--- src/verilog/issue_pkg.sv ---
`default_nettype none

package issue_pkg;

	localparam int reg_addr_w = 5;
	localparam int data_w = 32;
	localparam int instr_w = 32;
	localparam int window_depth = 3;
	localparam int mul_stages = 3;

	// opcode values in bits 31:26
	localparam logic [5:0] op_add = 6'h01;
	localparam logic [5:0] op_sub = 6'h02;
	localparam logic [5:0] op_and = 6'h03;
	localparam logic [5:0] op_or = 6'h04;
	localparam logic [5:0] op_xor = 6'h05;
	localparam logic [5:0] op_slt = 6'h06;
	localparam logic [5:0] op_addi = 6'h08;
	localparam logic [5:0] op_mul = 6'h10;

	typedef enum logic {
		unit_alu = 1'b0,
		unit_mul = 1'b1
	} unit_e;

	// slot 0 is the older instruction
	typedef struct packed {
		logic [1:0] slot_valid;
		logic [1:0][instr_w-1:0] instr;
	} fetch_pair_t;

	typedef struct packed {
		logic valid;
		logic [5:0] opcode;
		unit_e unit;
		logic [reg_addr_w-1:0] ds;
		logic [reg_addr_w-1:0] dt;
		logic [reg_addr_w-1:0] dd;
		logic uses_dt;
		logic [data_w-1:0] imm;
	} dec_op_t;

	typedef struct packed {
		logic valid;
		logic [5:0] opcode;
		logic [reg_addr_w-1:0] dd;
		logic [data_w-1:0] ds_val;
		logic [data_w-1:0] op2_val;
	} issue_t;

	typedef struct packed {
		logic valid;
		logic [reg_addr_w-1:0] addr;
		logic [data_w-1:0] data;
	} wb_t;

endpackage

`default_nettype wire

--- src/verilog/alu_unit.sv ---
`timescale 1ns/1ps
`default_nettype none

module alu_unit (
	input wire clk,
	input wire rstn,
	input issue_pkg::issue_t i_issue,
	output issue_pkg::wb_t o_wb
);

	logic [issue_pkg::data_w-1:0] a;
	logic [issue_pkg::data_w-1:0] b;
	logic [issue_pkg::data_w-1:0] result;

	assign a = i_issue.ds_val;
	assign b = i_issue.op2_val;

	always_comb begin
		case (i_issue.opcode)
			issue_pkg::op_add, issue_pkg::op_addi: result = a + b;
			issue_pkg::op_sub: result = a - b;
			issue_pkg::op_and: result = a & b;
			issue_pkg::op_or: result = a | b;
			issue_pkg::op_xor: result = a ^ b;
			issue_pkg::op_slt: result = {{(issue_pkg::data_w-1){1'b0}}, $signed(a) < $signed(b)};
			default: result = '0;
		endcase
	end

	always_ff @(posedge clk) begin
		if (!rstn) begin
			o_wb.valid <= 1'b0;
		end else begin
			o_wb.valid <= i_issue.valid;
			o_wb.addr <= i_issue.dd;
			o_wb.data <= result;
		end
	end

endmodule

`default_nettype wire

--- config.mk ---
export PLATFORM = sky130hd
export DESIGN_NAME = alu_unit
export DESIGN_NICKNAME = d
export VERILOG_FILES = /design/src/verilog/issue_pkg.sv /design/src/verilog/alu_unit.sv
export SDC_FILE = /design/constraint.sdc
export NUM_CORES = 1
export LEC_CHECK = 0
export BUFFER_PORTS_ARGS = -buffer_cell sky130_fd_sc_hd__buf_2
export CAP_MARGIN = 20
export CORE_ASPECT_RATIO = 0.5
export CORE_MARGIN = 3
export CORE_UTILIZATION = 40
export CTS_BUF_LIST = sky130_fd_sc_hd__clkbuf_16
export DETAILED_ROUTE_END_ITERATION = 12
export PLACE_DENSITY = 0.66
export SYNTH_ARGS = -nofsm -noshare
export SYNTH_HDL_FRONTEND = slang
export SYNTH_SLANG_ARGS = --single-unit
--- constraint.sdc ---
create_clock -name clk -period 2.7 [get_ports clk]
set_input_delay 0.27 -clock clk [delete_from_list [all_inputs] [get_ports clk]]
set_output_delay 0.27 -clock clk [all_outputs]
set_load 0.01 [all_outputs]
* Word-level counts from Yosys, hierarchy flattened
Index checks and enable logic that the tools add are counted.
Operators by class: order comparisons 1, add/sub/neg operators 2, bitwise operators 3, equality and inequality tests 7, reduce and logical (&&, ||, !) cells 1, multiplexer cells 1
Operator list (count):
- one-hot mux 32 bit (6 select lines) | 1
- adder 32 bit | 1
- AND 32 bit | 1
- < comparator 32 bit | 1
- OR 32 bit | 1
- subtractor 32 bit | 1
- XOR 32 bit | 1
- equality test 6 x 3 -> 1 bit, second input constant | 3
- equality test 6 x 2 -> 1 bit, second input constant | 2
- equality test 6 x 1 -> 1 bit, second input constant | 1
- equality test 6 x 4 -> 1 bit, second input constant | 1
- OR reduction 2 bit | 1
Storage, ports and cells: flip-flop bits (word level) 38, input port bits 78, word-level logic and storage cells 18

* Longest topological paths before layout
word-level depth 3, mapped depth 12

* Worst setup path after synthesis
No wires, ideal clock.
path kind input-to-reg, from in i_issue[32] in the netlist's numbering, to reg o_wb[0] in the netlist's numbering (data pin), arrival 2.628 ns, data required time 2.439 ns, buffers on the path 0, path slack -0.189 ns, stages 12, cells stage by stage inv_1 ha_1 fa_1 o21bai_1 a2111oi_2 o31a_1 or4_1 a31oi_1 o21ai_1 nand2_1 nand2_1 a221o_1
Between the ends: word-level cells in the longest chain between the ends 2, elaborated cells between the ends (all ways) 7, those cells by class 2 x add/sub; 1 x order compare; 1 x mux; 3 x bitwise
RTL lines:
- from (decl) | RTL line alu_unit.sv:7 | input issue_pkg::issue_t i_issue,
- subtractor 32 bit (tied with other cells) | RTL line alu_unit.sv:21 | issue_pkg::op_sub: result = a - b;
- one-hot mux 32 bit (6 select lines) (*) | RTL line alu_unit.sv:19 | case (i_issue.opcode)
- via result, one bit | RTL line alu_unit.sv:13 | logic [issue_pkg::data_w-1:0] result;
- to (decl) | RTL line alu_unit.sv:8 | output issue_pkg::wb_t o_wb
The timed path passes the listed nets; every way through them passes the cells marked *. A chain may end at the register's enable or synchronous reset.

* Worst setup path after layout
from in i_issue[2] in the netlist's numbering, to reg o_wb[31] in the netlist's numbering (data pin)
Between the ends: word-level cells in the longest chain between the ends 2, elaborated cells between the ends (all ways) 3, those cells by class 2 x add/sub; 1 x mux
RTL lines (RTL line):
- subtractor 32 bit / adder 32 bit (equally long branches) | alu_unit.sv:21, alu_unit.sv:20
- one-hot mux 32 bit (6 select lines) (*) | alu_unit.sv:19
- via result, one bit | alu_unit.sv:13
Marks and branches as above.

==> metrics.yaml <==
clock_tree:
  root_buffer: "clkbuf_16"
  clkTransAtPathRegs_ns: 0.07
  cts_tree: "yes"
  cts_hold_buffers: 0
  cts_buffers: 5
  cts_max_level: 2
  cts_sinks: 38
  cts_buffer_depth: 2
synth:
  yosysTopAreaCell: "ha_1"
  syn_inst: 810
  post_synth.cell_area_avg_um2: 7.56
  synth-edff-count: 37
  synth_seq_cells: 38
  ys.flop_type: "edfxtp_1"
  synth_top_area_share_pct: 19.6
  async_flop_share_pct: 0
  synth_area_leaders: "ha_1 (20%), edfxtp_1 (18%), a21oi_1 (6.3%)"
  synth.distinct_cells: 74
  yosysSeqAreaShare_pct: 18.5
  synth_fp_nets: 986
  netlist_area_mm2: 0.00613
  yosys_warnings: 0
detailed_routing:
  vias_per_cell: 5.71
  drc: 0
  drtPass1Iterations: 5
  drt-total-wl_um: 22300
  num_vias: 7248
  wl_per_cell_um: 17.5
  drtAntennaViolNets: 0
  drtIter0Drc: 730
layout:
  largestRegisters: "o_wb x38"
  drive_gt1_share_pct: 36.6
  syn_to_final_growth_pct: 45.0
  top_register: "o_wb"
  final_common_cell: "buf_4"
  num_antenna_cells: 0
  final_cell_mix: "buf_4 (179), buf_2 (109), ha_1 (82)"
  largest_reg_flops: 38
  fin_nets: 1247
global_routing:
  grt_max_degree: 29
  track_usage_pct: 25.3
  grt_pass1_wl_um: 35300
  grt-ovfl-total: 0
  antenna_found_initial: 0
  grt_pass1_vias: 7079
pwr:
  p_total_mw: 3.07
  p_leak_nw: 4.15
  ir_drop_mv: 0.392
  power_density_mw_per_mm2: 346
worst_setup_path:
  start_kind: "primary input"
  cp_slowest_cell: "o41a_1"
  worstPathMaxFanout: 5
  worstPathArrival_ns: 2.76
  crit_required_ns: 2.74
  crit_path_cell_trace: "buf_2, inv_1, ha_2, o211ai_1, o21ai_2, a41oi_4, a21oi_4, o41a_1, a221o_1, a21oi_2, a211o_1, o211ai_1"
  cp_common_cell: "o211ai_1"
  cp.buffers_inverters: 2
  critPathKind: "primary input to flip-flop"
  cpPeakStageDelay_ns: 0.44
  critical_path.top_delay_family: "compound AO/OA/AOI/OAI gates"
  endpoint_kind: "flip-flop"
timing:
  hold_violations: 0
  whs_ns: 0.145
  rsz0062_at_grt: "true"
  fmax_mhz: 368
  slew_headroom_pct: 59.3
  fin_crit_sh_pct: 101
  slew_viol_final: 0
  fin_crit_ns: 2.72
  layout_setup_ws_ns: -0.0163
  finalSetupViolations: 2
  setup_tns_ns: -0.0288
  tightest_slew_ns: 0.606
floorplan:
  core-area_mm2: 0.0147
  start_util_pct: 41.7
  die_y_um: 93.5
  die_x_um: 181
  die-area_mm2: 0.0169
  rows: 31
  io_pins: 116
placed_design:
  place_congestion: 0.937
  dp.final_hpwl_um: 16900
  port_buffers: 115
run:
  max-cap-violations: 0
min_path:
  hp-start: "i_issue[67]"
  min_path_type: "primary input to flip-flop"
  min_to: "o_wb[35]"
  min_path_cells: 1
run_status:
  outcome: "finished with violations"
  violations: "setup timing"
==> kinds of logic (layout without fill, tap and decap cells) <==
family | after synthesis | count (layout) | share of synthesized area, %
compound gates | 306 | 306 | 34.2
simple gates | 225 | 225 | 17.7
buf+inv | 139 | 401 | 8.82
fa+ha+maj | 98 | 98 | 20.3
flops | 38 | 38 | 18.5
xor+xnor | 2 | 2 | 0.286
mux | 2 | 2 | 0.327
==> metal layers <==
metal | vias up | global-route usage, % | part of all wire [%]
li1 | 3489 | - | -
met1 | 3425 | 34.4 | 46
met2 | 301 | 42.9 | 46
met3 | 33 | 3.69 | 6.8
met4 | 0 | 5.45 | 1.2
met5 | - | 0 | 0
==> final cells by class <==
class	instances	area, um2
Clock buffer	5	125
Fill cell	1320	5820
Timing Repair Buffer	299	2030
Clock inverter	3	68.8
Sequential cell	38	1130
Tap cell	198	248
Inverter	94	370
Multi-Input combinational cell	633	4920
==> worst max-delay path by stage <==
stage / start / end / slack [ns] / cells after the start
2_1_floorplan: i_issue[9] / o_wb[0] / -0.08 / 11
3_3_place_gp: i_issue[32] / o_wb[0] / -0.42 / 14
3_5_place_dp: i_issue[32] / o_wb[0] / -0.51 / 14
4_1_cts: i_issue[32] / o_wb[26] / -0.04 / 13
5_1_grt: i_issue[2] / o_wb[31] / -0.08 / 12
6_report: i_issue[2] / o_wb[31] / -0.02 / 12
==> synthesized netlist by cell type (all sizes together), types with 4 or more instances <==
library cell	count
a21o	19
nor3	29
ha	96
o21a	8
a2111oi	6
a221oi	16
o311ai	4
nor2b	10
a221o	4
or2	4
a211oi	12
nand2	62
o22ai	9
inv	94
a22oi	4
o211ai	16
nand3	11
clkbuf	39
o21ai	62
o221ai	11
and2	9
o31ai	8
nand2b	11
nor2	59
edfxtp	37
a21oi	78
a31oi	8
nor4	6
or3	9
o21bai	12
a211o	4
buf	6
==> per-stage QoR <==
stage	utilization, %	instances	worst slack (ns)	instance area, um2
floorplan	-	810	-0.0806	6190
global placement	55.6	1254	-0.422	8170
detailed placement	55.6	1254	-0.508	8170
CTS	59.2	1267	-0.0381	8710
global route	60.4	1270	-0.0840	8880
finish	60.4	1270	-0.0163	8880
==> what timing repair did <==
action                                  4_1_cts  5_1_grt
gates resized for setup                      54       41
setup buffers                                 6        3
endpoints found under the setup margin       13       19
pin swaps                                    24       18
==> power by group <==
group | internal (mW) | switching, mW
Combinational | 0.681 | 0.805
Clock | 0.534 | 0.317
Sequential | 0.720 | 0.0160
Total | 1.93 | 1.14
Note: power is estimated with default switching activity, not from simulation.
