File: src/verilog/issue_pkg.sv
`default_nettype none

package issue_pkg;

	localparam int reg_addr_w = 5;
	localparam int data_w = 32;
	localparam int instr_w = 32;
	localparam int window_depth = 3;
	localparam int mul_stages = 3;

	// opcode values in bits 31:26
	localparam logic [5:0] op_add = 6'h01;
	localparam logic [5:0] op_sub = 6'h02;
	localparam logic [5:0] op_and = 6'h03;
	localparam logic [5:0] op_or = 6'h04;
	localparam logic [5:0] op_xor = 6'h05;
	localparam logic [5:0] op_slt = 6'h06;
	localparam logic [5:0] op_addi = 6'h08;
	localparam logic [5:0] op_mul = 6'h10;

	typedef enum logic {
		unit_alu = 1'b0,
		unit_mul = 1'b1
	} unit_e;

	// slot 0 is the older instruction
	typedef struct packed {
		logic [1:0] slot_valid;
		logic [1:0][instr_w-1:0] instr;
	} fetch_pair_t;

	typedef struct packed {
		logic valid;
		logic [5:0] opcode;
		unit_e unit;
		logic [reg_addr_w-1:0] ds;
		logic [reg_addr_w-1:0] dt;
		logic [reg_addr_w-1:0] dd;
		logic uses_dt;
		logic [data_w-1:0] imm;
	} dec_op_t;

	typedef struct packed {
		logic valid;
		logic [5:0] opcode;
		logic [reg_addr_w-1:0] dd;
		logic [data_w-1:0] ds_val;
		logic [data_w-1:0] op2_val;
	} issue_t;

	typedef struct packed {
		logic valid;
		logic [reg_addr_w-1:0] addr;
		logic [data_w-1:0] data;
	} wb_t;

endpackage

`default_nettype wire

File: src/verilog/wait_window.sv
`timescale 1ns/1ps
`default_nettype none

module wait_window (
	input wire clk,
	input wire rstn,
	input issue_pkg::dec_op_t [1:0] i_ops,
	input wire [issue_pkg::window_depth-1:0] i_issued,
	output issue_pkg::dec_op_t [issue_pkg::window_depth-1:0] o_entries,
	output logic o_accept
);

	issue_pkg::dec_op_t [issue_pkg::window_depth-1:0] entries_q;
	issue_pkg::dec_op_t [issue_pkg::window_depth-1:0] entries_d;
	logic [issue_pkg::window_depth-1:0] remain;
	logic [1:0] n_remain;

	assign o_entries = entries_q;

	// entries still waiting once this cycle's issue is gone
	always_comb begin
		n_remain = '0;
		for (int i = 0; i < issue_pkg::window_depth; i++) begin
			remain[i] = entries_q[i].valid & ~i_issued[i];
			n_remain = n_remain + {1'b0, remain[i]};
		end
	end

	// room for a whole pair
	assign o_accept = (n_remain <= 2'd1);

	always_comb begin
		int k;
		k = 0;
		entries_d = '0;
		// compact toward entry 0 in age order
		for (int i = 0; i < issue_pkg::window_depth; i++) begin
			if (remain[i]) begin
				entries_d[k] = entries_q[i];
				k = k + 1;
			end
		end
		if (o_accept) begin
			for (int s = 0; s < 2; s++) begin
				if (i_ops[s].valid) begin
					entries_d[k] = i_ops[s];
					k = k + 1;
				end
			end
		end
	end

	always_ff @(posedge clk) begin
		if (!rstn) begin
			for (int i = 0; i < issue_pkg::window_depth; i++) begin
				entries_q[i].valid <= 1'b0;
			end
		end else begin
			entries_q <= entries_d;
		end
	end

endmodule

`default_nettype wire
File: config.mk
export PLATFORM = sky130hd
export DESIGN_NAME = wait_window
export DESIGN_NICKNAME = d
export VERILOG_FILES = /design/src/verilog/issue_pkg.sv /design/src/verilog/wait_window.sv
export SDC_FILE = /design/constraint.sdc
export NUM_CORES = 1
export LEC_CHECK = 0
export BUFFER_PORTS_ARGS = -buffer_cell sky130_fd_sc_hd__buf_2
export CAP_MARGIN = 20
export CORE_MARGIN = 1.5
export CORE_UTILIZATION = 53
export CTS_CLUSTER_SIZE = 25
export DETAILED_ROUTE_END_ITERATION = 7
export PLACE_DENSITY = 0.82
export SYNTH_ARGS = -nofsm -noshare
export SYNTH_HDL_FRONTEND = slang
export SYNTH_SLANG_ARGS = --single-unit
export TNS_END_PERCENT = 20
File: constraint.sdc
create_clock -name clk -period 3.98 [get_ports clk]
set_input_delay 0 -clock clk [delete_from_list [all_inputs] [get_ports clk]]
set_output_delay 0 -clock clk [all_outputs]
set_load 0.05 [all_outputs]
; ---- Yosys cells after proc, flatten, opt, wreduce, memory -nomap -nowiden
; Cells that the tools add are included.
[totals]
register_bits = 168
latch_bits = 0
ramBits = 0
rom_bits = 0
input_bits = 117
out_inout_bits = 169
word_cells = 72
mem_count = 0
[classes]
add_sub_neg = 5
multipliers = 0
div = 0
magnitude_cmp = 9
n_eq_ne = 0
shifts = 0
muxes = 24
bitwise_logic = 6
n_reduce_logical = 4
[op_table]
columns = operator, count
row1 = $mux 168, 6
row2 = $bwmux 168, 4
row3 = $demux 56 s2, 4
row4 = $mux 56, 5
row5 = $ge 32x1->1 const B, 4
row6 = $lt 32x4->1 const B, 4
row7 = $mux 32, 4
row8 = $add 32x2->32 const B, 3
row9 = $logic_and 1x1->1, 4
row10 = $and 1x1->1, 3
row11 = $not 1->1, 3
row12 = $add 1x1->2, 1
row13 = $add 2x1->2, 1
row14 = $le 2x1->1 const B, 1
row15 = $mux 1, 1

; ---- Longest topological paths before layout
[depth]
depth_word = 17
ltp_mapped = 13
ltp_nobuf = 9

; ---- Worst setup path after synthesis
; Ideal clock, no wire load.
[synth_timing]
kind = reg2reg
start = register entries_q (netlist bit o_entries[55])
end = register entries_q (netlist bit o_entries[16]) (data pin)
setup_ns = 0.261
arrival_time_ns = 3.124
required_ns = 3.719
slack_ns = 0.595
stages_incl_launch_ff = 13
path_buffers = 5
cell_sequence = dfxtp_1 > nor2b_1 > buf_4 > clkbuf_1 > fa_1 > buf_2 > or2_2 > a211o_1 > nand3b_1 > buf_2 > buf_4 > o22ai_1 > a21oi_1
[synth_rtl]
columns = item, line
row1 = from (decl), wait_window.sv:13  ; issue_pkg::dec_op_t [issue_pkg::window_depth-1:0] entries_q;
row2 = from (signal assigned), wait_window.sv:59  ; entries_q <= entries_d;

==> metrics.md <==
| Metric | Value |
|---|---|
| Status | finished clean |
| Vias in the first global route | just under 10000 |
| Dpl hpwl | about 19000 um |
| Minimum clock period after layout | around 3.7 ns |
| Rows | 48 |
| Max cap viols | 0 |
| Clock Sinks | approximately 170 |
| CTS Buffer Depth | 2 |
| Most frequent cells in the layout | buf_2, edfxtp_1, dlygate4sd3_1 |
| Crit share post-route | 94.19% |
| First-pass GRT wire length | roughly 50000 um |
| CTS tree | yes |
| Slew at the pin with the worst max-slew slack | roughly 1.1 ns |
| Core Region | ~17000 um^2 |
| Remaining Overflow, GRT | 0 |
| Post-synth top area share | about half |
| Most common cell after layout, fill and taps aside | buf_2 |
| TritonCTS buffer count | 17 |
| Asr flop ratio synth | 0% |
| Mapped Cells | roughly 800 |
| Ys flop type | edfxtp_1 |
| DRT antenna net count | 0 |
| Leakage | around 5.5 nW |
| Die X | between 100 and 150 um |
| Initial antenna violation count | 0 |
| Largest net degree at the start of global routing | 95 |
| Worst setup path class | reg2reg |
| Worst slew margin relative to its limit | roughly 29% |
| VDD IR max | 0.3077 mV |
| RSZ-0062 raised after global routing | false |
| Worst Skew | 0.008648 ns |
| Final WL | approximately 35000 um |
| First drt pass iteration count | 8 |
| Io pins | 286 |
| Post-synth EDFFs | roughly 170 |
| Yosys cell types | 46 |
| All-Layer GR Usage | approximately 36% |
| Max FFs per register | approximately 170 |
| Syn Nets | 928 |
| Mean Syn Cell Area | approximately 12 um^2 |
| CP startpoint kind | flip-flop |
| FF+latch count, synth | 168 |
| Nets | about 1300 |
| Synth area leader | edfxtp_1 |
| Final hold viol count | 0 |
| Skew-Pair Late Insertion Delay | around 0.43 ns |
| Final hold slack | about 0.0083 ns |
| Post-synthesis cell area | ~9600 um^2 |
| Top cells by area, synth | edfxtp_1, o22ai_1, a22o_4 |
| CP endpoint kind | flip-flop |
| Port Buffer Count | roughly 290 |
| Share of cells above drive strength 1 | 33.02% |
| Register area share after synthesis | between 50% and 60% |
| Arrival @ worst endpoint | between 3 and 4 ns |
| Detailed Route Iter0 Violations | between 1000 and 1500 |
| Setup TNS | 0 ns |
| H-tree Lvls | 4 |
| Inserted Diodes | 0 |
| DRC viols | 0 |
| Die ar. | roughly 19000 um^2 |
| Count of pins over their slew limit | 0 |
| Final-layout fill cell count | roughly 1200 |
| CP required | between 4 and 5 ns |
| Routed vias | around 9800 |
| Starting Density | between 50% and 60% |
| Chip height | between 100 and 150 um |
| Setup violators final | 0 |
| Postcts setup bufs | 0 |
| Hold Path Class | in2reg |
| Power density cells | between 400 and 500 nW/um^2 |
| Worst-path fanout max | 56 |
| Synth-to-layout area growth | 34.17% |
| Via density per instance | 6.967 |
| Ys Warns | 0 |
| F_max | roughly 0.27 GHz |
| Routability cong. | approximately 0.82 |
| Routed WL per cell | around 25 um |
| CTS Root Cell | clkbuf_16 |
| Clock-pin slew on the worst setup and hold paths | 0.06 ns |
==> synthesized netlist by cell type (2+ instances only) <==
master	count
nand3_1	2
edfxtp_1	165
o22ai_1	110
inv_1	2
clkbuf_1	54
buf_12	4
buf_1	7
nand2b_1	2
a22o_1	16
a21oi_1	114
nor2_1	3
nand2_1	6
buf_2	22
buf_4	5
nor2b_1	2
nor3b_1	2
a21boi_0	2
and2_1	3
a22o_4	39
a221o_1	55
a21o_1	55
o21ai_0	58
dfxtp_1	3
a22oi_1	55
nor4bb_1	2
==> area by class of cell <==
type	instances	area [um^2]	area share, %
sequential	168	5015	39.03
multi-input combinational	544	4126	32.12
timing repair buffer	432	2890	22.50
clock buffer	17	425.4	3.311
tap	225	281.5	2.191
clock inverter	13	90.09	0.7012
inverter	4	18.77	0.1461
==> where the power goes <==
part           leakage [nW]  switching (mW)  internal (mW)  total [mW]
clock                 0.247           0.667          0.835        1.50
sequential             1.70           0.145           2.20        2.35
combinational          3.60            1.24          0.510        1.75
==> worst max-delay path, cell delays in order (launching register included) <==
cell and delay, ns:
dfxtp_1 0.37, nor2b_4 0.38, fa_1 0.50, buf_4 0.18
or2_2 0.30, a211o_1 0.30, nand3b_1 0.22, buf_6 0.32
o22ai_1 0.24, dlygate4sd3_1 0.61, a21oi_1 0.04
==> what timing repair did <==
| action | 4_1_cts | 5_1_grt |
|---|---|---|
| endpoints found under the setup margin | 0 | 19 |
| endpoints found under the hold margin | 152 | 0 |
| hold buffers | 125 | 0 |
| gates resized for setup | 0 | 3 |
==> worst paths after layout <==
check	from	to	slack (ns)	cells after the start
worst min-delay path	i_ops[4]	o_entries[116]	0.008	3
worst max-delay path	o_entries[55]	o_entries[18]	0.23	10
worst max register to register	o_entries[55]	o_entries[18]	0.23	10
worst min register to register	o_entries[114]	o_entries[114]	0.61	1
==> kinds of logic (layout without fill, tap and decap cells) <==
logic type               Yosys count  in the layout  share of synthesized area, %
AO/OA/AOI/OAI                    511            511                         40.08
adder cells (fa/ha/maj)            3              3                        0.4573
buffers and inverters             97            466                         5.083
flip-flops                       168            168                         52.37
AND/OR/NAND/NOR                   30             30                         2.012
==> metrics by stage <==
| step | setup WS, ns | util [%] | total power, mW | cell area, um^2 | std cells |
|---|---|---|---|---|---|
| final | 0.2314 | 73.51 | 5.605 | 12850 | 1403 |
| after global routing | 0.1155 | 73.51 | 5.756 | 12850 | 1403 |
| after CTS | 0.1540 | 73.34 | 5.554 | 12820 | 1402 |
| after detailed placement | 0.2670 | 63.23 | 3.962 | 11050 | 1247 |
| after global placement | 0.4450 | 63.23 | 3.931 | 11050 | 1247 |
| after floorplan | 0.5953 | - | 3.473 | 9575 | 809 |
==> per-layer routing <==
metal / GRT usage (%) / part of all wire [%] / vias up
met1: 41.91 / 34 / 4651
met3: 7.726 / 12 / 137
met4: 20.35 / 4.1 / 0
met2: 61.78 / 50 / 858
li1: - / - / 4128
met5: 0 / 0 / -
Power figures use the tool's default switching activity.
