**config.mk**
```make
export PLATFORM = sky130hd
export DESIGN_NAME = issue_scoreboard
export DESIGN_NICKNAME = d
export VERILOG_FILES = /design/src/verilog/issue_pkg.sv /design/src/verilog/issue_scoreboard.sv
export SDC_FILE = /design/constraint.sdc
export NUM_CORES = 1
export LEC_CHECK = 0
export BUFFER_PORTS_ARGS = -buffer_cell sky130_fd_sc_hd__buf_2
export CAP_MARGIN = 30
export CORE_AREA = 3 3 211 213
export DETAILED_ROUTE_END_ITERATION = 8
export DIE_AREA = 0 0 214 216
export GPL_TIMING_DRIVEN = 0
export MAX_ROUTING_LAYER = met4
export PLACE_DENSITY = 0.56
export SKIP_LAST_GASP = 1
export SYNTH_ARGS = -nofsm -noshare
export SYNTH_HDL_FRONTEND = slang
export SYNTH_SLANG_ARGS = --single-unit
```
**constraint.sdc**
```tcl
create_clock -name clk -period 3.8 [get_ports clk]
set_input_delay 0 -clock clk [delete_from_list [all_inputs] [get_ports clk]]
set_output_delay 0 -clock clk [all_outputs]
set_load 0.02 [all_outputs]
```
**src/verilog/issue_pkg.sv**
```systemverilog
`default_nettype none

package issue_pkg;

	localparam int reg_addr_w = 5;
	localparam int data_w = 32;
	localparam int instr_w = 32;
	localparam int window_depth = 3;
	localparam int mul_stages = 3;

	// opcode values in bits 31:26
	localparam logic [5:0] op_add = 6'h01;
	localparam logic [5:0] op_sub = 6'h02;
	localparam logic [5:0] op_and = 6'h03;
	localparam logic [5:0] op_or = 6'h04;
	localparam logic [5:0] op_xor = 6'h05;
	localparam logic [5:0] op_slt = 6'h06;
	localparam logic [5:0] op_addi = 6'h08;
	localparam logic [5:0] op_mul = 6'h10;

	typedef enum logic {
		unit_alu = 1'b0,
		unit_mul = 1'b1
	} unit_e;

	// slot 0 is the older instruction
	typedef struct packed {
		logic [1:0] slot_valid;
		logic [1:0][instr_w-1:0] instr;
	} fetch_pair_t;

	typedef struct packed {
		logic valid;
		logic [5:0] opcode;
		unit_e unit;
		logic [reg_addr_w-1:0] ds;
		logic [reg_addr_w-1:0] dt;
		logic [reg_addr_w-1:0] dd;
		logic uses_dt;
		logic [data_w-1:0] imm;
	} dec_op_t;

	typedef struct packed {
		logic valid;
		logic [5:0] opcode;
		logic [reg_addr_w-1:0] dd;
		logic [data_w-1:0] ds_val;
		logic [data_w-1:0] op2_val;
	} issue_t;

	typedef struct packed {
		logic valid;
		logic [reg_addr_w-1:0] addr;
		logic [data_w-1:0] data;
	} wb_t;

endpackage

`default_nettype wire

```
**src/verilog/issue_scoreboard.sv**
```systemverilog
`timescale 1ns/1ps
`default_nettype none

module issue_scoreboard (
	input wire clk,
	input wire rstn,
	input issue_pkg::dec_op_t [issue_pkg::window_depth-1:0] i_entries,
	input issue_pkg::wb_t i_alu_wb,
	input issue_pkg::wb_t i_mul_wb,
	output logic [issue_pkg::window_depth-1:0] o_issued,
	output logic [3:0][issue_pkg::reg_addr_w-1:0] o_rd_addr,
	input wire [3:0][issue_pkg::data_w-1:0] i_rd_data,
	output issue_pkg::issue_t o_alu_issue,
	output issue_pkg::issue_t o_mul_issue
);

	logic [(1 << issue_pkg::reg_addr_w)-1:0] busy;
	logic [(1 << issue_pkg::reg_addr_w)-1:0] clr_mask;
	logic [(1 << issue_pkg::reg_addr_w)-1:0] set_mask;
	logic [(1 << issue_pkg::reg_addr_w)-1:0] busy_now;
	logic [issue_pkg::window_depth-1:0] eligible;
	logic [issue_pkg::window_depth-1:0] alu_sel;
	logic [issue_pkg::window_depth-1:0] mul_sel;
	issue_pkg::dec_op_t alu_op;
	issue_pkg::dec_op_t mul_op;

	always_comb begin
		clr_mask = '0;
		if (i_alu_wb.valid) clr_mask[i_alu_wb.addr] = 1'b1;
		if (i_mul_wb.valid) clr_mask[i_mul_wb.addr] = 1'b1;
	end

	// a register written back this cycle is forwarded, so it counts as free
	assign busy_now = busy & ~clr_mask;

	always_comb begin
		issue_pkg::dec_op_t e;
		issue_pkg::dec_op_t o;
		logic hazard;
		for (int i = 0; i < issue_pkg::window_depth; i++) begin
			e = i_entries[i];
			hazard = busy_now[e.ds] | (e.uses_dt & busy_now[e.dt]) | busy_now[e.dd];
			for (int j = 0; j < i; j++) begin
				o = i_entries[j];
				if (o.valid) begin
					// raw on an older destination
					if (o.dd == e.ds || (e.uses_dt && o.dd == e.dt)) hazard = 1'b1;
					// war and waw
					if (e.dd == o.ds || (o.uses_dt && e.dd == o.dt) || e.dd == o.dd)
						hazard = 1'b1;
				end
			end
			eligible[i] = e.valid & ~hazard;
		end
	end

	// oldest eligible entry per unit
	always_comb begin
		alu_sel = '0;
		mul_sel = '0;
		alu_op = '0;
		mul_op = '0;
		for (int i = 0; i < issue_pkg::window_depth; i++) begin
			if (eligible[i] && i_entries[i].unit == issue_pkg::unit_alu && alu_sel == '0) begin
				alu_sel[i] = 1'b1;
				alu_op = i_entries[i];
			end
			if (eligible[i] && i_entries[i].unit == issue_pkg::unit_mul && mul_sel == '0) begin
				mul_sel[i] = 1'b1;
				mul_op = i_entries[i];
			end
		end
	end

	assign o_issued = alu_sel | mul_sel;

	assign o_rd_addr[0] = alu_op.ds;
	assign o_rd_addr[1] = alu_op.dt;
	assign o_rd_addr[2] = mul_op.ds;
	assign o_rd_addr[3] = mul_op.dt;

	always_comb begin
		o_alu_issue.valid = alu_op.valid;
		o_alu_issue.opcode = alu_op.opcode;
		o_alu_issue.dd = alu_op.dd;
		o_alu_issue.ds_val = i_rd_data[0];
		o_alu_issue.op2_val = alu_op.uses_dt ? i_rd_data[1] : alu_op.imm;
		o_mul_issue.valid = mul_op.valid;
		o_mul_issue.opcode = mul_op.opcode;
		o_mul_issue.dd = mul_op.dd;
		o_mul_issue.ds_val = i_rd_data[2];
		o_mul_issue.op2_val = mul_op.uses_dt ? i_rd_data[3] : mul_op.imm;
	end

	always_comb begin
		set_mask = '0;
		if (alu_op.valid) set_mask[alu_op.dd] = 1'b1;
		if (mul_op.valid) set_mask[mul_op.dd] = 1'b1;
		// r0 stays free
		set_mask[0] = 1'b0;
	end

	always_ff @(posedge clk) begin
		if (!rstn) begin
			busy <= '0;
		end else begin
			busy <= busy_now | set_mask;
		end
	end

endmodule

`default_nettype wire

```
After elaboration in Yosys (flattened, before gate mapping)
Index checks and enable logic that the tools add are counted.
{"block": "totals", "register_bits": 32, "in_bits": 374, "out_inout_bits": 175, "word_cells": 143}
{"block": "op_classes", "n_lt_le_gt_ge": 17, "n_eq_ne": 15, "muxes": 53, "bitwise_logic": 26, "reduce_logical": 31}
{"cell": "$mux 56", "count": 6}
{"cell": "$mux 32", "count": 6}
{"cell": "$or 32x32->32", "count": 3}
{"cell": "$lt 5x6->1 const B", "count": 13}
{"cell": "$eq 5x5->1", "count": 15}
{"cell": "$bmux 1 s5", "count": 9}
{"cell": "$and 32x32->32", "count": 1}
{"cell": "$not 32->32", "count": 1}
{"cell": "$mux 1", "count": 28}
{"cell": "$demux 1 s5", "count": 4}
{"cell": "$ge 5x1->1 const B", "count": 4}
{"cell": "$logic_and 1x1->1", "count": 20}
{"cell": "$logic_or 1x1->1", "count": 9}
{"cell": "$not 1->1", "count": 8}
{"cell": "$and 1x1->1", "count": 6}
{"cell": "$or 1x1->1", "count": 6}
{"cell": "$logic_not 2->1", "count": 2}
{"cell": "$or 3x3->3", "count": 1}

Longest topological paths before layout
{"block": "depth", "ltp_word": 33, "mapped_depth": 16, "mapped_depth_nobuf": 13}

Worst setup path before layout
No wires, ideal clock.
{"block": "synth_timing", "path_kind": "input to output", "start": "input i_alu_wb[34] (netlist name)", "end": "output o_alu_issue[17] (netlist name)", "arrival_time_ps": 3626, "required_time_ps": 3800, "slack_ps": 174, "stages": 14, "n_path_buf": 4, "cell_sequence": "or4b_1 clkbuf_2 o221ai_4 nor2_1 or4_1 o2111ai_1 o41ai_1 or2_1 buf_6 a2111oi_4 buf_2 clkbuf_1 a221oi_1 o31ai_1"}
{"element": "start, declared", "line_no": "issue_scoreboard.sv:8", "source": "input issue_pkg::wb_t i_alu_wb,"}
{"element": "end, declared", "line_no": "issue_scoreboard.sv:13", "source": "output issue_pkg::issue_t o_alu_issue,"}

==> results.json <==
{
  "hold_violations": 0,
  "drive_gt1_frac": 0.527,
  "finClkSkew_ns": 0.00556,
  "worstMarginPinSlew_ns": 0.975,
  "critical_path_buf_inv_count": 6,
  "fin_hold_ws_ns": 0.181,
  "cp_data_required_time_ns": 3.80,
  "worstPathMaxFanout": 10,
  "slowest_delay_ns": 0.56,
  "syn_to_final_growth_pct": 79.6,
  "grt_pass1_vias": 14900,
  "fin_total_pwr_mw": 4.04,
  "crit_family": "compound AO/OA/AOI/OAI gates",
  "reg2reg_depth": 15,
  "portBuffers": 395,
  "postCtsHoldBufs": 0,
  "setup_viol": 108,
  "fin_crit_ns": 4.07,
  "synth_cells": 1440,
  "largest_register_ffs": 32,
  "antenna_found_initial": 3,
  "vdd_drop_max_mv": 0.157,
  "synth_edf_count": 0,
  "ant_nets": 0,
  "arrival_ns": 4.07,
  "path_cells": "o21ai_4 > nor2_2 > a2111oi_1 > a2111oi_0 > a221o_1 > nand4b_1 > buf_6 > nor3_4 > buf_6 > a221oi_4 > a21oi_2 > buf_6 > buf_6 > buf_12 > o31ai_4 > buf_6",
  "drc": 0,
  "fillers": 4393,
  "clockBufferDepth": 2,
  "seq_area_frac_synth": 0.0674,
  "avgSynthCellArea_um2": 6.60,
  "rsz0062_at_grt": "true",
  "final_max_slew_viol_count": 0,
  "dr.pass1.iters": 8,
  "violations": "setup timing",
  "layout_common_cells": "306 x buf_2, 222 x buf_4, 141 x nor2_1, 89 x nand2_1, 81 x buf_6",
  "synth_cell_types": 99,
  "num_io_pins": 549,
  "worstHoldPathCells": 3,
  "grt_overflow": 0,
  "async_reset_ff_frac": 0,
  "postLayoutSetupSlackWorst_ns": -0.275,
  "critPathLaunchType": "register",
  "worstSkewPairLatency_ns": 0.28,
  "synth_area_um2": 9510,
  "fp.dieW_um": 214,
  "maxCapViolations": 0,
  "grt_use_total": 0.325,
  "setup_tns_ns": -14.02,
  "final_common_cell": "buf_2",
  "reg.largest.list": "busy (32)",
  "max-slew-margin-rel": 0.350,
  "syn-num-nets": 1814,
  "critPathCaptureType": "output port",
  "first_iter_violations": 1766,
  "vias_per_cell": 6.12,
  "grt_first_pass_wirelength_mm": 109,
  "fmax_mhz": 245,
  "p_per_area_nw_per_um2": 237,
  "crit_top_cell": "buf_6",
  "layout.nets": 2377,
  "dp_hpwl_mm": 59.6,
  "cts_buffers": 5,
  "fp-row-count": 76,
  "dieArea_um2": 46200,
  "clkSinkCount": 32,
  "clk_pin_slew_ns": 0.05,
  "h-tree-depth": 2,
  "yosys_register_bits": 32,
  "root_buffer": "clkbuf_16",
  "cp_slowest_cell": "a2111oi_0",
  "leakage_nw": 6.76,
  "synth_ff_type": "dfxtp_1",
  "min_period_over_period": 1.07,
  "core_region_area_um2": 42900,
  "grt_max_degree": 12,
  "initial_core_util": 0.222,
  "wl_per_cell_um": 30.5,
  "drt_wl_total_mm": 79.1,
  "cts_tree": "done",
  "regMostFlops": "busy",
  "vias": 15900,
  "ys_warn_count": 0,
  "worst-path-stages": 16,
  "die_y_um": 216,
  "gp_congestion": 1.01,
  "status": "finished, violations left",
  "crit_type": "register to output port",
  "hp-class": "input pin to register"
}
path summary, 6_finish.rpt:
path,from,to,slack (ns)
worst min-delay path,rstn,busy[7]$_SDFF_PN0_,0.18
worst max register to register,busy[27]$_SDFF_PN0_,busy[29]$_SDFF_PN0_,-0.17
worst min register to register,busy[26]$_SDFF_PN0_,busy[26]$_SDFF_PN0_,0.79
worst max-delay path,busy[27]$_SDFF_PN0_,o_alu_issue[6],-0.27
cells in the mapped netlist, types with 14 or more instances:
cell type	n	area, µm²
a221oi_1	95	832
nor2_1	185	694
a2111oi_0	17	149
nor3_1	72	360
buf_4	67	503
clkbuf_1	108	405
nor4_1	15	93.8
buf_2	21	105
nor2b_1	16	100
xnor2_1	29	254
o21ai_0	58	290
or2_2	15	93.8
nand3_1	41	205
nand2_1	143	537
a22oi_1	14	105
a21oi_1	39	195
xor2_1	47	412
a221o_1	20	200
o221ai_1	24	210
dfxtp_1	32	641
o22ai_1	16	100
inv_1	28	105
o31ai_1	70	526
worst min-delay path, stage by stage:
cell and delay [ns]:
buf_2 0.18, nand3_4 0.12, o221ai_2 0.09
metal layers:
layer	up-vias	global-route usage	part of all wire
met2	1214	0.494	0.44
li1	6640	-	-
met1	7775	0.423	0.41
met4	0	0.112	0.046
met5	-	-	0
met3	224	0.0741	0.11
logic make-up (layout without fill, tap and decap cells):
group	Yosys count	in the layout	synth area share
AND/OR/NAND/NOR	586	586	0.301
AO/OA/AOI/OAI	487	488	0.404
buffers and inverters	244	806	0.127
XOR/XNOR	76	76	0.0700
flip-flops	32	32	0.0674
multiplexers	15	15	0.0305
other	0	3	0
layout make-up:
class / instances / area [µm²] / area share
Multi-Input combinational cell: 1165 / 9790 / 0.573
Timing Repair Buffer: 566 / 4170 / 0.244
Buffer: 199 / 1430 / 0.0839
Tap cell: 585 / 732 / 0.0429
Sequential cell: 32 / 642 / 0.0376
Inverter: 34 / 155 / 0.00909
Clock buffer: 7 / 153 / 0.00894
Antenna cell: 3 / 7.51 / 0.000440
where the power goes:
group          internal, mW  switching [mW]
sequential            0.350          0.0149
clock                 0.275           0.149
combinational          1.33            1.92
total                  1.95            2.09
stage by stage:
step           setup WS [ns]  area [µm²]  utilization  std cells
2_1_floorplan          0.174        9510            -       1440
6_report              -0.275       17100        0.398       2591
4_1_cts               -0.316       15800        0.369       2556
3_5_place_dp           -1.84       12300        0.287       2428
5_1_grt               -0.426       17100        0.398       2591
3_3_place_gp           -2.31       12200        0.285       2420
timing repair:
action | 4_1_cts | 5_1_grt
buffers inserted | 114 | 43
cloned | 12 | 0
gates resized for setup | 575 | 259
endpoints found under the setup margin | 140 | 140
pin swaps | 96 | 82
No activity file was read; power rests on OpenSTA's default activity.
