[src/verilog/issue_pkg.sv]
`default_nettype none

package issue_pkg;

	localparam int reg_addr_w = 5;
	localparam int data_w = 32;
	localparam int instr_w = 32;
	localparam int window_depth = 3;
	localparam int mul_stages = 3;

	// opcode values in bits 31:26
	localparam logic [5:0] op_add = 6'h01;
	localparam logic [5:0] op_sub = 6'h02;
	localparam logic [5:0] op_and = 6'h03;
	localparam logic [5:0] op_or = 6'h04;
	localparam logic [5:0] op_xor = 6'h05;
	localparam logic [5:0] op_slt = 6'h06;
	localparam logic [5:0] op_addi = 6'h08;
	localparam logic [5:0] op_mul = 6'h10;

	typedef enum logic {
		unit_alu = 1'b0,
		unit_mul = 1'b1
	} unit_e;

	// slot 0 is the older instruction
	typedef struct packed {
		logic [1:0] slot_valid;
		logic [1:0][instr_w-1:0] instr;
	} fetch_pair_t;

	typedef struct packed {
		logic valid;
		logic [5:0] opcode;
		unit_e unit;
		logic [reg_addr_w-1:0] ds;
		logic [reg_addr_w-1:0] dt;
		logic [reg_addr_w-1:0] dd;
		logic uses_dt;
		logic [data_w-1:0] imm;
	} dec_op_t;

	typedef struct packed {
		logic valid;
		logic [5:0] opcode;
		logic [reg_addr_w-1:0] dd;
		logic [data_w-1:0] ds_val;
		logic [data_w-1:0] op2_val;
	} issue_t;

	typedef struct packed {
		logic valid;
		logic [reg_addr_w-1:0] addr;
		logic [data_w-1:0] data;
	} wb_t;

endpackage

`default_nettype wire

[src/verilog/pair_decoder.sv]
`timescale 1ns/1ps
`default_nettype none

module pair_decoder (
	input wire clk,
	input wire rstn,
	input issue_pkg::fetch_pair_t i_pair,
	input wire i_window_accept,
	output issue_pkg::dec_op_t [1:0] o_ops,
	output logic o_busy
);

	issue_pkg::fetch_pair_t pair_q;
	logic full;

	function automatic issue_pkg::dec_op_t decode_slot(
		input logic [issue_pkg::instr_w-1:0] instr,
		input logic slot_valid
	);
		issue_pkg::dec_op_t d;
		logic known;
		d.opcode = instr[31:26];
		d.dd = instr[25:21];
		d.ds = instr[20:16];
		d.dt = instr[15:11];
		d.imm = {{16{instr[15]}}, instr[15:0]};
		d.unit = issue_pkg::unit_alu;
		d.uses_dt = 1'b1;
		known = 1'b1;
		case (d.opcode)
			issue_pkg::op_add, issue_pkg::op_sub, issue_pkg::op_and,
			issue_pkg::op_or, issue_pkg::op_xor, issue_pkg::op_slt: known = 1'b1;
			issue_pkg::op_addi: d.uses_dt = 1'b0;
			issue_pkg::op_mul: d.unit = issue_pkg::unit_mul;
			default: known = 1'b0;
		endcase
		// writes to r0 are dropped here as bubbles
		d.valid = slot_valid && known && (d.dd != '0);
		return d;
	endfunction

	always_comb begin
		o_ops[0] = decode_slot(pair_q.instr[0], pair_q.slot_valid[0]);
		o_ops[1] = decode_slot(pair_q.instr[1], pair_q.slot_valid[1]);
	end

	assign full = o_ops[0].valid | o_ops[1].valid;
	assign o_busy = full & ~i_window_accept;

	always_ff @(posedge clk) begin
		if (!rstn) begin
			pair_q.slot_valid <= '0;
		end else if (!o_busy) begin
			pair_q <= i_pair;
		end
	end

endmodule

`default_nettype wire

[config.mk]
export PLATFORM = sky130hd
export DESIGN_NAME = pair_decoder
export DESIGN_NICKNAME = d
export VERILOG_FILES = /design/src/verilog/issue_pkg.sv /design/src/verilog/pair_decoder.sv
export SDC_FILE = /design/constraint.sdc
export NUM_CORES = 1
export LEC_CHECK = 0
export BUFFER_PORTS_ARGS = -buffer_cell sky130_fd_sc_hd__buf_2
export CAP_MARGIN = 20
export CORE_ASPECT_RATIO = 2
export CORE_MARGIN = 3
export CORE_UTILIZATION = 47
export DETAILED_ROUTE_END_ITERATION = 6
export PLACE_DENSITY = 0.86
export SLEW_MARGIN = 20
export SYNTH_ARGS = -nofsm -noshare
export SYNTH_HDL_FRONTEND = slang
export SYNTH_SLANG_ARGS = --single-unit
[constraint.sdc]
create_clock -name clk -period 8.9 [get_ports clk]
set_input_delay 0.89 -clock clk [delete_from_list [all_inputs] [get_ports clk]]
set_output_delay 0.89 -clock clk [all_outputs]
set_load 0.05 [all_outputs]
# --- Yosys cells after proc, flatten, opt, wreduce, memory -nomap -nowiden ---
# Cells that the tools add are included.
word_totals:
  reg_bits: 66
  inputBits: 69
  out_inout_bits: 113
  word_cells: 38
op_classes:
  eq_ne: 16
  n_mux: 6
  n_bitwise: 4
  reduce_logical: 9
ops:
  columns: ["cell", "n"]
  rows:
  - ["$eq 6x3->1 const B", 6]
  - ["$eq 6x2->1 const B", 4]
  - ["$reduce_or 8->1", 2]
  - ["$eq 6x1->1 const B", 2]
  - ["$eq 6x4->1 const B", 2]
  - ["$eq 6x5->1 const B", 2]
  - ["$reduce_bool 5->1", 2]
  - ["$mux 1", 6]
  - ["$logic_and 1x1->1", 4]
  - ["$not 1->1", 2]
  - ["$reduce_and 2->1", 1]
  - ["$and 1x1->1", 1]
  - ["$or 1x1->1", 1]

# --- Depth between registers and ports, before layout ---
# Gate-level depths: netlist of run 1.
logic_depth:
  depth_word: 9
  ltp_mapped: 5
  ltp_nobuf: 5

# --- Least setup slack after synthesis of run 1 ---
# No wires, ideal clock.
synth_timing:
  path_kind: "flip-flop to flip-flop"
  start: "register pair_q, in the netlist o_ops[89]"
  end: "register pair_q, in the netlist o_ops[0], enable pin"
  setup_ns: 0.429
  arrival_time_ns: 2.924
  required_ns: 8.471
  setup_slack_ns: 5.547
  stages_incl_launch_ff: 6
  n_path_buf: 0
  period_less_slack_ns: 3.353
  cell_sequence: "edfxtp_1 or4_4 o21ai_2 a21oi_4 o21bai_4 and2_1"
synth_lines:
  columns: ["element", "line_no", "rtl"]
  rows:
  - ["from (decl)", "pair_decoder.sv:13", "issue_pkg::fetch_pair_t pair_q;"]
  - ["from (signal assigned)", "pair_decoder.sv:54", "pair_q <= i_pair;"]

# --- Worst setup path in the final report of run 1 ---
layout_timing:
  start: "register pair_q, in the netlist o_ops[49]"
  end: "output o_busy"
layout_via:
  elab_chain_cells: 7
  word_cells_on_any_way: 14
  cone_classes: "eq/ne: 8; mux: 1; bitwise: 2; reduce/logical: 3"
layout_lines:
  columns: ["element", "line_no", "rtl"]
  rows:
  - ["$eq 6x5->1 (tied with other cells)", "pair_decoder.sv:30", "case (d.opcode)"]
  - ["$reduce_or 8->1 (no source line) (*)", null, null]
  - ["$mux 1 (*)", "pair_decoder.sv:30", null]
  - ["$logic_and 1x1->1 (*) (2 in series)", "pair_decoder.sv:38", "d.valid = slot_valid && known && (d.dd != '0);"]
  - ["$or 1x1->1 (*)", "pair_decoder.sv:47", "assign full = o_ops[0].valid | o_ops[1].valid;"]
  - ["$and 1x1->1 (*)", "pair_decoder.sv:48", "assign o_busy = full & ~i_window_accept;"]
  - ["to (decl)", "pair_decoder.sv:10", "output logic o_busy"]
# Mark *: on every way between the ends. The rest lies on a longest branch, timed or not.

==> out/metrics.csv, run 1 <==
metric,value,unit
cts_resized,0,
grt_pass1_vias,1714,
final_area,3513,um^2
grt_setup_unrepaired,false,
vias,1640,
crit_required,8010,ps
fp.dieW,62.77,um
drive_above_1_share,0.6890,
synth_top_area_share,0.6344,
antenna_found_initial,1,
pwr-share-comb,0.189,
report.final.slew_viol_count,0,
drcViolationCount,0,
avgViaCountPerCell,4.282,
seqPwrFrac,0.449,
status,finished clean,
skew,9.214,ps
finalHoldViolCount,0,
grt_overflow,0,
post-route-period-util,0.3180,
crit_chain,and3_1 > or4_4 > a21oi_4 > o21bai_4 > inv_1 > buf_2,
min_period,2830,ps
fin_nets,364,
cap_viol_max_count,0,
yosysWarningCount,0,
firstDrtPassIters,4,
tns,0,ps
cp-end-kind,output pin,
tightest_slew,794.8,ps
grt_start_max_net_pins,65,
die_area,7503,um^2
dieHeight,119.5,um
clk_pin_slew,50,ps
crit_arrival,1940,ps
clk_latency,320,ps
p_int,0.5799,mW
start_util,0.4961,
synth_cell_types,21,
slowest_stage,or4_4,
cts_tree,built,
max_clock_freq,0.3533,GHz
antenna_left,0,
vdd_drop_max,0.1336,mV
yosys-top-cells-area,"edfxtp_1 63%, buf_4 26%, dfxtp_1 1.3%, nor2b_1 1.2%, o21bai_4 1.2%",
gp_congestion,0.7556,
clock_sinks,66,
worstSetupPathType,reg2out,
synthCells,208,
syn_nets,277,
wl_per_cell,14.97,um
hold_buffers,0,
path_delay_family,simple AND/OR/NAND/NOR gates,
ys_seq_area_frac,0.6477,
setup_viol,0,
path_max_fanout,4,
io_buffers,181,
areaGrowthSynthToFinish,15.99,%
cts_buffers,9,
relSlewSlack,0.4701,
path_buf_inv,2,
grt_first_pass_wirelength,8556,um
root_buffer,clkbuf_16,
routed_wl,5735,um
design.core.area,6106,um^2
p_leak,1.583,nW
syn_avg_cell_area,14.56,um^2
cpPeakStageDelay,430,ps
rows,40,
grt_usage,0.1565,
first_iter_violations,63,
netlist_area,3029,um^2
crit_path_start_kind,flop,
placed_cell_area,3253,um^2
p_clk_frac,0.362,
switching_power,0.2483,mW
min_path_type,reg2reg,
yosys.area.top_type,edfxtp_1,
power_density,235.7,nW/um^2
dpl.hpwl,4533,um
insertedDiodeCount,0,
h-tree-depth,3,
switching_share,0.2998,
post_cts_buffers,0,
p_total,0.8282,mW
ios,182,
synth-seq-cells,66,
clock_path_buffers,2,
-- sequential cells by signal (all words and copies together) (netlist names) --
signal  count
o_ops      64
pair_q      2
-- power by group through the flow --
| stage | registers (mW) | clock network (mW) | logic, mW |
|---|---|---|---|
| 3_5_place_dp | 0.378 | 0 | 0.158 |
| 2_1_floorplan | 0.377 | 0 | 0.151 |
| 6_report | 0.372 | 0.299 | 0.157 |
| 4_1_cts | 0.372 | 0.310 | 0.158 |
| 3_3_place_gp | 0.376 | 0 | 0.156 |
| 5_1_grt | 0.374 | 0.323 | 0.162 |
-- area by class of cell --
cell class              count  area [um^2]
fillers                   520         2592
well taps                  84        105.1
clock inverters             6        35.03
inverters                   1        3.754
multi-input cells          35        269.0
repair buffers            182        913.4
clock buffers               9        225.2
flip-flops and latches     66         1962
-- cell usage after synthesis --
cell and instances:
a21oi_4 2, and2_1 1, and3_1 1, buf_4 106, dfxtp_1 2, edfxtp_1 64
inv_1 1, mux2i_1 2, nand2_1 6, nand3_1 2, nand3b_1 1, nor2_1 3
nor2b_1 6, nor3_1 1, nor3b_1 1, o21ai_0 1, o21ai_2 2, o21bai_4 2
or3_4 1, or4_1 1, or4_4 2
-- per-stage QoR --
stage | std cells | utilization | setup WS, ps | hold WS (ps)
after detailed placement | 368 | 0.5328 | 6347 | 445.6
after global routing | 383 | 0.5754 | 5905 | 498.0
after global placement | 368 | 0.5328 | 6443 | 451.8
after floorplan | 208 | - | 5547 | 430.2
after CTS | 383 | 0.5754 | 6045 | 458.0
final | 383 | 0.5754 | 6070 | 457.0
-- path summary, 6_finish.rpt --
path                                  end  depth (start not counted)  slack [ps]               startpoint
setup / recovery                   o_busy                          6        6070      o_ops[49]$_DFFE_PP_
hold / removal    pair_q[64]$_SDFFE_PN0N_                          2         460  pair_q[64]$_SDFFE_PN0N_
setup reg to reg     o_ops[101]$_DFFE_PP_                          6        6370      o_ops[92]$_DFFE_PP_
hold reg to reg   pair_q[64]$_SDFFE_PN0N_                          2         460  pair_q[64]$_SDFFE_PN0N_
-- cells by family (layout without fill, tap and decap cells) --
| family | after synthesis | after routing | synth area share |
|---|---|---|---|
| AO/OA/AOI/OAI | 7 | 7 | 0.03057 |
| multiplexers | 2 | 2 | 0.006609 |
| flip-flops | 66 | 66 | 0.6477 |
| AND/OR/NAND/NOR | 26 | 26 | 0.05122 |
| buffers and inverters | 107 | 198 | 0.2639 |
-- placed cells by master (no fill, tap or decap), types with 2 or more instances in the layout --
master       n
buf_2      181
edfxtp_1    64
clkbuf_16    9
nor2b_1      6
nand2_1      6
nor2_1       3
clkinv_2     3
o21bai_4     2
nand3_1      2
or4_4        2
o21ai_2      2
a21oi_4      2
mux2i_1      2
dfxtp_1      2
-- tightest hold or removal path, cell delays in order (launching register included) --
cell and delay [ps]:
dfxtp_1 300, nand2_1 50, mux2i_1 50
-- routing by layer --
layer | global-route usage | part of all wire
met1 | 0.1375 | 0.32
met2 | 0.2662 | 0.57
met3 | 0.09270 | 0.086
met4 | 0.09544 | 0.021
met5 | 0 | 0.0023
(Power assumes the default switching activity.)
==> inputs of run 2 (changes only) <==
- CORE_UTILIZATION: 47 -> 39
- PLACE_DENSITY: 0.86 -> 0.76
- clock period: 8.9 -> 2.6 ns (I/O delays scaled with it)
==> run 2 against run 1 <==
Critical path depth unchanged. Critical endpoint is now o_ops[61]$_DFFE_PP_. Clock-buffer cell count up 2. Wire length up 1.3%. Global-route usage down 2.6 points. Critical path type is now reg2reg. Utilization down 8.7 points. Flip-flop and latch count unchanged. Via count up 0.24%. First-iteration DRC count down 37%. Die area up 19%.
==> out/metrics.csv, run 2 (synthesized netlist as in run 1, its figures left out) <==
metric,value,unit,change
wl_per_cell,14.78,um,-1.3%
ff2ff_setup_slack,380,ps,-5990 ps
skew,5.234,ps,-3.980 ps
worstReg2RegEnd,o_ops[61]$_DFFE_PP_,,
vdd_drop_max,0.5896,mV,+340%
tightest_slew,383.9,ps,-410.9 ps
cts_tree,built,,
min_period,2218,ps,
path_max_fanout,20,,+16
hold_start,i_pair[4],,
largest_reg_flops,64,,unchanged
crit_path_start_kind,flop,,
cts_buffers,9,,unchanged
path_buf_inv,1,,-1
slowest_stage,or4_4,,
min_path_cells,1,,-1
crit_arrival,2250,ps,+310 ps
avgViaCountPerCell,4.183,,-2.3%
final_common_cell,buf_2,,
fp.dieW,68.32,um,+8.8%
drive_above_1_share,0.6811,,-0.007900
cts_resized,0,,unchanged
p_leak,1.620,nW,+2.3%
routed_wl,5808,um,+1.3%
vias,1644,,+0.24%
hold_buffers,0,,unchanged
grt_setup_unrepaired,false,,
post-route-period-util,0.8530,,
timing.rr.start,o_ops[89]$_DFFE_PP_,,
dieHeight,130.6,um,+9.3%
report.final.slew_viol_count,0,,unchanged
reg2reg_depth,6,,unchanged
clk_latency,320,ps,about the same
holdWs,110.7,ps,-346.3 ps
placed_cells,378,,+2.7%
cpPeakStageDelay,540,ps,+110 ps
ios,182,,unchanged
fin_util,0.4886,,-0.08677
gp_congestion,0.7198,,-4.7%
drcViolationCount,0,,unchanged
io_buffers,181,,unchanged
tns,0,ps,unchanged
firstDrtPassIters,2,,-2
crit_chain,or4_4 > o21ai_2 > a21oi_4 > o21bai_4 > and2_4 > buf_4,,
grt_first_pass_wirelength,7845,um,-8.3%
worstSetupPathType,reg2reg,,
antenna_found_initial,0,,-1
relSlewSlack,0.7421,,+0.2720
grt_pass1_vias,1567,,-8.6%
h-tree-depth,3,,unchanged
clock_path_buffers,2,,unchanged
cap_viol_max_count,0,,unchanged
insertedDiodeCount,0,,unchanged
root_buffer,clkbuf_16,,
cp-end-kind,flop,,
design.core.area,7377,um^2,+21%
dpl.hpwl,4742,um,+4.6%
min_path_type,in2reg,,
die_area,8924,um^2,+19%
power_density,841.4,nW/um^2,+260%
antenna_left,0,,unchanged
fin_nets,366,,+0.55%
grt_usage,0.1309,,-0.02565
rows,44,,+10%
clk_pin_slew,50,ps,about the same
max_clock_freq,0.4509,GHz,
path_delay_family,simple AND/OR/NAND/NOR gates,,
status,finished clean,,
final_cell_mix,"181 x buf_2, 64 x edfxtp_1, 9 x clkbuf_16",,
crit_required,2630,ps,-5380 ps
setup_viol,0,,unchanged
clock_sinks,66,,unchanged
areaGrowthSynthToFinish,19.00,%,
grt_start_max_net_pins,21,,-68%
first_iter_violations,40,,-37%
stdcell_count,393,,+2.6%
finalHoldViolCount,0,,unchanged
min_to,o_ops[4]$_DFFE_PP_,,
post_cts_buffers,0,,unchanged
grt_overflow,0,,unchanged
start_util,0.4106,,-0.08549
run 2: cell count changes in the layout (fill, tap and decap cells not counted):
cell,delta
clkinv_2,-3
buf_12,+2
bufinv_16,+2
clkbuf_1,+2
and2_2,-1
and2_4,+1
clkinv_1,+1
clkinv_4,-1
clkinvlp_4,-1
run 2: worst max-delay path by stage:
stage                          endpoint  cells after the start  slack (ps)           startpoint
floorplan            o_ops[0]$_DFFE_PP_                      5         280  o_ops[89]$_DFFE_PP_
global placement     o_ops[3]$_DFFE_PP_                      6         410  o_ops[33]$_DFFE_PP_
detailed placement   o_ops[2]$_DFFE_PP_                      6         370  o_ops[36]$_DFFE_PP_
CTS                 o_ops[61]$_DFFE_PP_                      6         360  o_ops[36]$_DFFE_PP_
global route                     o_busy                      6         120  o_ops[51]$_DFFE_PP_
finish              o_ops[61]$_DFFE_PP_                      6         380  o_ops[89]$_DFFE_PP_
run 2: cell type report:
type | instances | area (um^2)
fill | 701 | 3772
sequential | 66 | 1962
timing repair buffer | 184 | 953.4
multi-input combinational | 35 | 270.3
clock buffer | 11 | 232.7
tap | 92 | 115.1
clock inverter | 4 | 67.56
inverter | 1 | 3.754
run 2: worst reg2reg max path, stage by stage, from the launching register on:
cell and delay (ps):
edfxtp_1 380, or4_4 540, o21ai_2 170, a21oi_4 50, o21bai_4 190, and2_4 370
buf_4 240
run 2: metal layers:
layer | share of wire | vias to the layer above | track usage
met5 | 0 | - | 0
met4 | 0.033 | 0 | 0.08089
met3 | 0.099 | 11 | 0.06587
met2 | 0.57 | 95 | 0.2224
met1 | 0.29 | 754 | 0.1188
li1 | - | 784 | -
run 2: report_power, final:
| part | total (mW) | switching [mW] | internal (mW) |
|---|---|---|---|
| clock | 1.21 | 0.388 | 0.826 |
| combinational | 0.546 | 0.426 | 0.119 |
| sequential | 1.27 | 0.0301 | 1.24 |
| total | 3.03 | 0.845 | 2.19 |
run 2: metrics by stage:
step | setup WS, ps | power, mW | instance area [um^2]
after CTS | 362.0 | 3.074 | 3605
after global routing | 121.6 | 3.161 | 3605
after detailed placement | 374.0 | 1.845 | 3304
after global placement | 412.0 | 1.836 | 3304
after floorplan | 276.0 | 1.806 | 3032
final | 382.1 | 3.033 | 3605
